File: config.mk
export PLATFORM = sky130hd
export DESIGN_NAME = pzx_player_top
export DESIGN_NICKNAME = d
export VERILOG_FILES = /design/src/pzx_pkg.sv /design/src/sram_port_if.sv /design/src/pzx_player_top.sv /design/src/pzx_sequencer.sv /design/src/pulse_timer.sv /design/src/sram_access.sv
export SDC_FILE = /design/constraint.sdc
export NUM_CORES = 1
export LEC_CHECK = 0
export BUFFER_PORTS_ARGS = -buffer_cell sky130_fd_sc_hd__buf_2
export CAP_MARGIN = 20
export CELL_PAD_IN_SITES_DETAIL_PLACEMENT = 1
export CELL_PAD_IN_SITES_GLOBAL_PLACEMENT = 2
export CORE_MARGIN = 2
export CORE_UTILIZATION = 39
export DETAILED_ROUTE_END_ITERATION = 6
export PLACE_DENSITY_LB_ADDON = 0.05
export SETUP_SLACK_MARGIN = 0.15
export SYNTH_ARGS = -nofsm -noshare
export SYNTH_HDL_FRONTEND = slang
export SYNTH_SLANG_ARGS = --single-unit
File: constraint.sdc
create_clock -name clk -period 3.2 [get_ports clk]
set_input_delay 0.64 -clock clk [delete_from_list [all_inputs] [get_ports clk]]
set_output_delay 0.64 -clock clk [all_outputs]
set_load 0.01 [all_outputs]
File: src/pzx_pkg.sv
package pzx_pkg;

    // ------------------------------
    // Widths and basic types
    // ------------------------------
    localparam int ADDR_W = 21;

    typedef logic [ADDR_W-1:0] sram_addr_t;
    typedef logic [7:0]        byte_t;
    typedef logic [30:0]       duration_t;    // In T-states
    typedef logic [31:0]       block_len_t;
    typedef logic [15:0]       pulse_count_t;

    // Host register numbers
    typedef enum logic [7:0] {
        REG_SRAM_ADDR     = 8'hFB,  // Shift a byte into the address
        REG_SRAM_ADDR_INC = 8'hFC,  // Access, then step the address
        REG_SRAM_DATA     = 8'hFD
    } host_reg_t;

    // PZX block tags
    typedef enum logic [7:0] {
        TAG_FULLSTOP = 8'd0,
        TAG_STOP     = 8'd1,
        TAG_PULSE    = 8'd2,
        TAG_DATA     = 8'd3,
        TAG_PAUSE    = 8'd4
    } pzx_tag_t;

    // ------------------------------
    // State encodings
    // ------------------------------
    typedef enum logic [1:0] {
        H_IDLE,
        H_ACCESS,
        H_INCADD
    } host_state_t;

    typedef enum logic [4:0] {
        S_IDLE,
        S_TAG, S_LEN0, S_LEN1, S_LEN2, S_LEN3,
        S_PAUSE0, S_PAUSE1, S_PAUSE2, S_PAUSE3,
        S_PAUSE_GO, S_PAUSE_WAIT,
        S_PULSE_W0, S_PULSE_W1, S_PULSE_CHK, S_PULSE_D1,
        S_PULSE_EXT, S_PULSE_L0, S_PULSE_L1,
        S_PULSE_RUN, S_PULSE_WAIT,
        S_SKIP, S_STOP, S_FULLSTOP
    } seq_state_t;

    // Clock cycles per Z80 T-state
    localparam int TSTATE_CLKS_DEFAULT = 8;

endpackage
File: src/sram_port_if.sv
`timescale 1ns/10ps

// Link between the block sequencer and the SRAM access unit
interface sram_port_if;
    import pzx_pkg::*;

    logic  step;       // Address + 1 at next edge
    logic  rewind;     // Address to 0 at next edge
    logic  host_busy;
    byte_t rdata;      // Byte at the current address, asynchronous

    modport seq (
        output step,
        output rewind,
        input  host_busy,
        input  rdata
    );

    modport mem (
        input  step,
        input  rewind,
        output host_busy,
        output rdata
    );

endinterface

File: src/pzx_player_top.sv
`timescale 1ns/10ps

module pzx_player_top #(
    parameter int TSTATE_CLKS = pzx_pkg::TSTATE_CLKS_DEFAULT
) (
    input  logic                clk,
    input  logic                rst_n,
    input  pzx_pkg::byte_t      host_addr,
    input  logic                host_rd,
    input  logic                host_wr,
    input  pzx_pkg::byte_t      host_wdata,
    output pzx_pkg::byte_t      host_rdata,
    output logic                oe_n,
    input  logic                play_in,
    input  logic                stop_in,
    output logic                pulse_out,
    output logic                playing,
    output pzx_pkg::sram_addr_t mem_addr,
    output logic                mem_we_n,
    output pzx_pkg::byte_t      mem_wdata,
    input  pzx_pkg::byte_t      mem_rdata
);
    import pzx_pkg::*;

    sram_port_if sp ();

    logic      timer_start;
    logic      timer_done;
    duration_t timer_duration;

    // SRAM data path is a straight pass between host and memory
    assign mem_wdata  = host_wdata;
    assign host_rdata = mem_rdata;

    sram_access sram_access_i (
        .clk        (clk),
        .rst_n      (rst_n),
        .host_addr  (host_addr),
        .host_rd    (host_rd),
        .host_wr    (host_wr),
        .host_wdata (host_wdata),
        .playing    (playing),
        .oe_n       (oe_n),
        .mem_we_n   (mem_we_n),
        .mem_addr   (mem_addr),
        .mem_rdata  (mem_rdata),
        .sp         (sp.mem)
    );

    pulse_timer #(
        .TSTATE_CLKS (TSTATE_CLKS)
    ) pulse_timer_i (
        .clk      (clk),
        .rst_n    (rst_n),
        .start    (timer_start),
        .duration (timer_duration),
        .done     (timer_done)
    );

    pzx_sequencer pzx_sequencer_i (
        .clk            (clk),
        .rst_n          (rst_n),
        .play_in        (play_in),
        .stop_in        (stop_in),
        .playing        (playing),
        .pulse_out      (pulse_out),
        .sp             (sp.seq),
        .timer_start    (timer_start),
        .timer_duration (timer_duration),
        .timer_done     (timer_done)
    );

endmodule

File: src/pzx_sequencer.sv
`timescale 1ns/10ps

module pzx_sequencer (
    input  logic               clk,
    input  logic               rst_n,
    input  logic               play_in,
    input  logic               stop_in,
    output logic               playing,
    output logic               pulse_out,
    sram_port_if.seq           sp,
    output logic               timer_start,
    output pzx_pkg::duration_t timer_duration,
    input  logic               timer_done
);
    import pzx_pkg::*;

    seq_state_t   state;
    pzx_tag_t     tag_q;
    block_len_t   len_q;      // Bytes left in the block body
    duration_t    dur_q;
    pulse_count_t count_q;
    logic         level_q;
    logic         playing_q;
    logic [1:0]   ed_play;
    logic [1:0]   ed_stop;
    logic         play_edge;
    logic         stop_edge;
    logic         run;
    logic         resume;
    logic         word_is_count;

    // ------------------------------
    // Play / stop edge detection
    // ------------------------------
    always_ff @(posedge clk or negedge rst_n) begin
        if (!rst_n) begin
            ed_play <= 2'b00;
            ed_stop <= 2'b00;
        end else begin
            ed_play <= {ed_play[0], play_in};
            ed_stop <= {ed_stop[0], stop_in};
        end
    end

    assign play_edge = ed_play == 2'b01;
    assign stop_edge = ed_stop == 2'b01;
    assign run       = playing_q && !play_edge && !stop_edge;

    // Restart an interrupted wait when playback resumes
    assign resume = play_edge && !playing_q && !stop_edge &&
                    (state == S_PULSE_WAIT || state == S_PAUSE_WAIT);

    assign word_is_count  = dur_q[15:0] > 16'h8000;
    assign timer_duration = dur_q;
    assign playing        = playing_q;
    assign pulse_out      = level_q;

    assign sp.rewind = stop_edge ||
                       (run && ((state == S_IDLE && !sp.host_busy) || state == S_FULLSTOP));

    // ------------------------------
    // Address steps and timer starts
    // ------------------------------
    always_comb begin
        sp.step     = 1'b0;
        timer_start = resume;
        if (run) begin
            case (state)
                S_TAG, S_LEN0, S_LEN1, S_LEN2, S_LEN3,
                S_PAUSE0, S_PAUSE1, S_PAUSE2, S_PAUSE3,
                S_PULSE_W1, S_PULSE_D1, S_PULSE_L0, S_PULSE_L1: sp.step = 1'b1;
                S_PULSE_W0, S_SKIP: sp.step = len_q != '0;
                S_PULSE_CHK:        sp.step = word_is_count;
                S_PAUSE_GO,
                S_PULSE_RUN:        timer_start = dur_q != '0;
                S_PULSE_WAIT:       timer_start = timer_done && count_q != 16'd1;
                default:            sp.step = 1'b0;
            endcase
        end
    end

    // ------------------------------
    // Block parser
    // ------------------------------
    always_ff @(posedge clk or negedge rst_n) begin
        if (!rst_n) begin
            state     <= S_IDLE;
            playing_q <= 1'b0;
            level_q   <= 1'b0;
            tag_q     <= TAG_FULLSTOP;
            len_q     <= '0;
            dur_q     <= '0;
            count_q   <= '0;
        end else if (stop_edge) begin
            playing_q <= 1'b0;
            state     <= S_IDLE;
        end else if (play_edge) begin
            playing_q <= ~playing_q;
        end else if (playing_q) begin
            case (state)
                S_IDLE: begin
                    if (!sp.host_busy) begin   // Rewind happens here
                        level_q <= 1'b0;
                        state   <= S_TAG;
                    end
                end
                S_TAG: begin
                    tag_q <= pzx_tag_t'(sp.rdata);
                    state <= S_LEN0;
                end
                S_LEN0: begin
                    len_q[7:0] <= sp.rdata;   // LSB first
                    state      <= S_LEN1;
                end
                S_LEN1: begin
                    len_q[15:8] <= sp.rdata;
                    state       <= S_LEN2;
                end
                S_LEN2: begin
                    len_q[23:16] <= sp.rdata;
                    state        <= S_LEN3;
                end
                S_LEN3: begin
                    len_q[31:24] <= sp.rdata;
                    case (tag_q)
                        TAG_PULSE: begin
                            level_q <= 1'b0;
                            state   <= S_PULSE_W0;
                        end
                        TAG_PAUSE: state <= S_PAUSE0;
                        TAG_STOP:  state <= S_SKIP;
                        default:   state <= S_FULLSTOP;  // FULLSTOP, DATA and unknown tags
                    endcase
                end

                S_PAUSE0: begin
                    dur_q[7:0] <= sp.rdata;
                    state      <= S_PAUSE1;
                end
                S_PAUSE1: begin
                    dur_q[15:8] <= sp.rdata;
                    state       <= S_PAUSE2;
                end
                S_PAUSE2: begin
                    dur_q[23:16] <= sp.rdata;
                    state        <= S_PAUSE3;
                end
                S_PAUSE3: begin
                    {level_q, dur_q[30:24]} <= sp.rdata;  // Bit 31 is the level
                    state                   <= S_PAUSE_GO;
                end
                S_PAUSE_GO:   state <= dur_q != '0 ? S_PAUSE_WAIT : S_TAG;
                S_PAUSE_WAIT: if (timer_done) state <= S_TAG;

                S_PULSE_W0: begin
                    if (len_q != '0) begin
                        dur_q[7:0] <= sp.rdata;
                        count_q    <= 16'd1;
                        len_q      <= len_q - 1'b1;
                        state      <= S_PULSE_W1;
                    end else begin
                        state <= S_TAG;
                    end
                end
                S_PULSE_W1: begin
                    dur_q[15:8] <= sp.rdata;
                    len_q       <= len_q - 1'b1;
                    state       <= S_PULSE_CHK;
                end
                S_PULSE_CHK: begin
                    if (word_is_count) begin   // Repeat count, duration follows
                        count_q    <= {1'b0, dur_q[14:0]};
                        dur_q[7:0] <= sp.rdata;
                        len_q      <= len_q - 1'b1;
                        state      <= S_PULSE_D1;
                    end else begin
                        state <= S_PULSE_EXT;
                    end
                end
                S_PULSE_D1: begin
                    dur_q[15:8] <= sp.rdata;
                    len_q       <= len_q - 1'b1;
                    state       <= S_PULSE_EXT;
                end
                S_PULSE_EXT: begin
                    if (dur_q[15]) begin   // Long duration, low word next
                        dur_q[30:16] <= dur_q[14:0];
                        state        <= S_PULSE_L0;
                    end else begin
                        dur_q[30:16] <= '0;
                        state        <= S_PULSE_RUN;
                    end
                end
                S_PULSE_L0: begin
                    dur_q[7:0] <= sp.rdata;
                    len_q      <= len_q - 1'b1;
                    state      <= S_PULSE_L1;
                end
                S_PULSE_L1: begin
                    dur_q[15:8] <= sp.rdata;
                    len_q       <= len_q - 1'b1;
                    state       <= S_PULSE_RUN;
                end
                S_PULSE_RUN: begin
                    if (dur_q == '0) begin
                        level_q <= level_q ^ count_q[0];
                        state   <= S_PULSE_W0;
                    end else begin
                        state <= S_PULSE_WAIT;
                    end
                end
                S_PULSE_WAIT: begin
                    if (timer_done) begin
                        level_q <= ~level_q;
                        if (count_q == 16'd1)
                            state <= S_PULSE_W0;
                        else
                            count_q <= count_q - 1'b1;   // Timer restarted in same cycle
                    end
                end

                S_SKIP: begin   // Step over the STOP body
                    if (len_q != '0)
                        len_q <= len_q - 1'b1;
                    else
                        state <= S_STOP;
                end
                S_STOP: begin
                    playing_q <= 1'b0;
                    state     <= S_TAG;   // Next play resumes at the following block
                end
                S_FULLSTOP: begin
                    playing_q <= 1'b0;
                    state     <= S_IDLE;
                end
                default: state <= S_IDLE;
            endcase
        end
    end

endmodule

File: src/pulse_timer.sv
`timescale 1ns/10ps

module pulse_timer #(
    parameter int TSTATE_CLKS = pzx_pkg::TSTATE_CLKS_DEFAULT
) (
    input  logic               clk,
    input  logic               rst_n,
    input  logic               start,
    input  pzx_pkg::duration_t duration,
    output logic               done
);
    localparam int CNT_W = 34;

    logic [CNT_W-1:0] cnt;
    logic [CNT_W-1:0] target;   // duration scaled to clock cycles
    logic             running;

    assign done = running && cnt == target;

    // Counter starts at 1 so done lands exactly target cycles after start
    always_ff @(posedge clk or negedge rst_n) begin
        if (!rst_n) begin
            running <= 1'b0;
            cnt     <= '0;
        end else if (start) begin
            running <= 1'b1;
            cnt     <= CNT_W'(1);
        end else if (done) begin
            running <= 1'b0;
        end else if (running) begin
            cnt <= cnt + 1'b1;
        end
    end

    always_ff @(posedge clk) begin
        if (start)
            target <= CNT_W'(duration) * CNT_W'(TSTATE_CLKS);
    end

    // Zero durations are resolved in the sequencer
    a_no_zero_start: assert property (
        @(posedge clk) disable iff (!rst_n) start |-> duration != '0
    ) else $error("timer started with zero duration");

endmodule

File: src/sram_access.sv
`timescale 1ns/10ps

module sram_access (
    input  logic                clk,
    input  logic                rst_n,
    input  pzx_pkg::byte_t      host_addr,
    input  logic                host_rd,
    input  logic                host_wr,
    input  pzx_pkg::byte_t      host_wdata,
    input  logic                playing,
    output logic                oe_n,
    output logic                mem_we_n,
    output pzx_pkg::sram_addr_t mem_addr,
    input  pzx_pkg::byte_t      mem_rdata,
    sram_port_if.mem            sp
);
    import pzx_pkg::*;

    host_state_t state;
    sram_addr_t  addr_q;
    logic        inc_q;      // Current access was to the auto-increment register
    logic        sel_data;
    logic        sel_inc;
    logic        sel_addr;
    logic        host_acc;

    // ------------------------------
    // Register decode and strobes
    // ------------------------------
    assign sel_inc  = host_addr == REG_SRAM_ADDR_INC;
    assign sel_data = host_addr == REG_SRAM_DATA || sel_inc;
    assign sel_addr = host_addr == REG_SRAM_ADDR;
    assign host_acc = (sel_data && (host_rd || host_wr)) || (sel_addr && host_wr);

    assign oe_n     = ~(sel_data && host_rd);
    assign mem_we_n = ~(sel_data && host_wr);
    assign mem_addr = addr_q;

    assign sp.rdata     = mem_rdata;
    assign sp.host_busy = state != H_IDLE || host_acc;

    // One count per strobe, then wait for it to drop
    always_ff @(posedge clk or negedge rst_n) begin
        if (!rst_n) begin
            state <= H_IDLE;
            inc_q <= 1'b0;
        end else begin
            case (state)
                H_IDLE: begin
                    if (host_acc) begin
                        inc_q <= sel_inc;
                        state <= H_ACCESS;
                    end
                end
                H_ACCESS: begin
                    if (!host_rd && !host_wr)
                        state <= inc_q ? H_INCADD : H_IDLE;
                end
                H_INCADD: state <= H_IDLE;
                default:  state <= H_IDLE;
            endcase
        end
    end

    // ------------------------------
    // Shared address register
    // ------------------------------
    always_ff @(posedge clk or negedge rst_n) begin
        if (!rst_n) begin
            addr_q <= '0;
        end else if (sp.rewind) begin
            addr_q <= '0;
        end else if (sp.step) begin
            addr_q <= addr_q + 1'b1;
        end else if (!playing) begin  // Host owns the address only when stopped
            if (state == H_IDLE && sel_addr && host_wr)
                addr_q <= {addr_q[ADDR_W-9:0], host_wdata};
            else if (state == H_INCADD)
                addr_q <= addr_q + 1'b1;
        end
    end

    // Sequencer never asks for both moves in one cycle
    a_step_rewind_excl: assert property (
        @(posedge clk) disable iff (!rst_n) !(sp.step && sp.rewind)
    ) else $error("step and rewind asserted together");

endmodule

==> run metrics <==
Synth Instances=1,164; Die Y=170 µm; PortBufs=70; fmax=0.342 GHz; leading post-synthesis cells by cell area=dfrtp_1, edfxtp_1, nor2_1; Post-synth EDFFs=31; RSZ-0062 raised after global routing=no; DR vias/cell=5.77; status=complete, no violations; Final setup viols=0; wire per inst=20.9 µm; Fin. Hold Viols=0; First-pass DRT Iterations=5; Antenna diodes=0; post-cts sizing count=0; vias in the first global route=9,327; Post-CTS Hold Buffers=0; io pins=71; CTS tree=done; Final GP Congestion=0.821; detailed placement HPWL=23.6 mm; peak supply drop=0.355 mV; Initial Utilization=0.398; dpl cells=1,551; critical-path maximum fanout=13; skew final=0.0168 ns; All-Layer GR Usage=0.240; pin count of the biggest net entering global routing=67; non-filler instance count after layout=1,583; htree depth=4; share of the synthesized area in the top cell type=0.365; clock-pin slew of the registers on the worst-case setup and hold paths=0.08 ns; WP data required=3.59 ns; Worst Path Arrival=3.32 ns; Post-Route Utilization=0.453; worst-margin pin slew=1.06 ns; root buf cell=clkbuf_16; first-pass GRT wire length=53.7 mm; # DRC=0; total core area=27,000 µm²; Leak=5.04 nW; dominant cell type by area after synthesis=dfrtp_1; initial DRC count=603; clock tree sinks=188; final wirelength=33.1 mm; Min Hold Slack=0.0910 ns; ys async rst share=0.835; Tmin final=2.92 ns; most frequent cells in the layout=dfrtp_1, nor2_1, nand2_1; Core Rows=60; critical path class=reg2reg; Mean Syn Cell Area=9.25 µm²; most used flip-flop cell after synthesis=dfrtp_1; CP Launch Type=flip-flop; Ys Warns=0; worst skew pair latency=0.46 ns; cts bufs inserted=17; max_cap viols=0; syn nets=1,201; Die X=170 µm; Bufs on Longest Clock Path=2; Worst Hold Class=in2async; leading cell type in the layout, fill and taps excluded=dfrtp_1; GRT overflow=0; antenna violations before repair=0; PD cells=532 nW/µm²; die area=28,900 µm²; #FFs+latches synth=188; layout cell share with drive strength beyond 1=0.161; Cell Area, Placed=11,600 µm²; # Post-CTS Setup Buffers=0; Area Overhead vs Synth=13.8%; critical path endpoint category=flip-flop; Synth cell types=88; register area share after synthesis=0.451; Setup TNS=0 ns; number of nets still failing antenna checks after routing=0; fin crit share=0.914; vias=9,128; Finished Cell Area=12,200 µm²; final layout net count=1,266; Pins Over Slew Limit=0; Slew headroom=0.287; Post-Syn Area=10,800 µm²
## synthesized netlist by cell type, drive strengths merged, types with 25 or more instances
master,n
xor2,38
clkbuf,41
o21ai,69
nor2,136
nand2,103
mux2,25
nor4,41
nand3,48
a21oi,63
xnor2,28
buf,32
inv,26
dfrtp,157
nor3,38
edfxtp,31
## logic make-up (layout without fill, tap and decap cells)
kind of cell               count (synthesis)  after routing  share of synthesized area
and+or+nand+nor                          476            476                      0.221
adders and majority gates                  7              7                    0.00814
xor gates and xnor gates                  66             66                     0.0537
DFF                                      188            188                      0.451
muxes                                     32             32                     0.0327
AOI/OAI and AO/OA                        296            296                      0.188
buffers and inverters                     99            177                     0.0446
## power breakdown
part	switching (mW)	total [mW]	internal, mW
Clock	1.15	2.22	1.07
Combinational	0.635	1.16	0.527
Sequential	0.422	3.14	2.72
## layer usage
metal | GRT usage | up-vias | routed length [µm]
li1 | - | 4380 | -
met1 | 0.334 | 4574 | 16000
met2 | 0.390 | 138 | 15500
met3 | 0.0347 | 36 | 923
met4 | 0.0669 | 0 | 556
met5 | 0 | - | 0
## registers in the layout (all words and copies together), names as in the netlist
name                            count
pzx_sequencer_i.timer_duration     31
sram_access_i.inc_q                 1
pzx_sequencer_i.playing             1
pzx_sequencer_i.pulse_out           1
pulse_timer_i.cnt                  34
sram_access_i.mem_addr             21
pzx_sequencer_i.tag_q               8
pzx_sequencer_i.ed_stop             2
pulse_timer_i.target               31
pzx_sequencer_i.len_q              32
sram_access_i.state                 2
pzx_sequencer_i.ed_play             2
pulse_timer_i.running               1
pzx_sequencer_i.count_q            16
pzx_sequencer_i.state               5
## area by class of cell
class                   instances  area, µm²
well taps                     341        427
inverters                      26       97.6
clock buffers                  17        425
multi-input cells             877       5480
flip-flops and latches        188       4860
repair buffers                119        774
clock inverters                15        184
fillers                      3089      14800
## worst max-delay path, stage by stage, from the launching register on
cell	delay, ns
dfrtp_1	0.65
or3b_1	0.42
a21oi_1	0.34
nand3_1	0.19
o22ai_4	0.36
o21ai_2	0.26
or4_1	0.55
nand3_1	0.09
## final timing paths
kind | from | endpoint | slack [ns] | cells after the start
worst max-delay path | pzx_sequencer_i.state[3]$_DFFE_PN0P_ | sram_access_i.mem_addr[20]$_DFFE_PN0P_ | 0.28 | 7
worst min-delay path | rst_n | sram_access_i.mem_addr[2]$_DFFE_PN0P_ | 0.09 | 1
worst max register to register | pzx_sequencer_i.state[3]$_DFFE_PN0P_ | sram_access_i.mem_addr[20]$_DFFE_PN0P_ | 0.28 | 7
worst min register to register | pzx_sequencer_i.ed_play[0]$_DFF_PN0_ | pzx_sequencer_i.ed_play[1]$_DFF_PN0_ | 0.38 | 0
max in group asynchronous | rst_n | pzx_sequencer_i.tag_q[6]$_DFFE_PN0P_ | 2.35 | 2
min in group clk | stop_in | pzx_sequencer_i.ed_stop[0]$_DFF_PN0_ | 0.29 | 1
## per-stage QoR
stage          worst slack [ns]  total power, mW
2_1_floorplan             0.289             3.83
6_report                  0.276             6.52
3_3_place_gp              0.221             4.31
5_1_grt                   0.141             6.88
3_5_place_dp              0.198             4.34
4_1_cts                   0.188             6.59
Note: power is estimated with default switching activity, not from simulation.
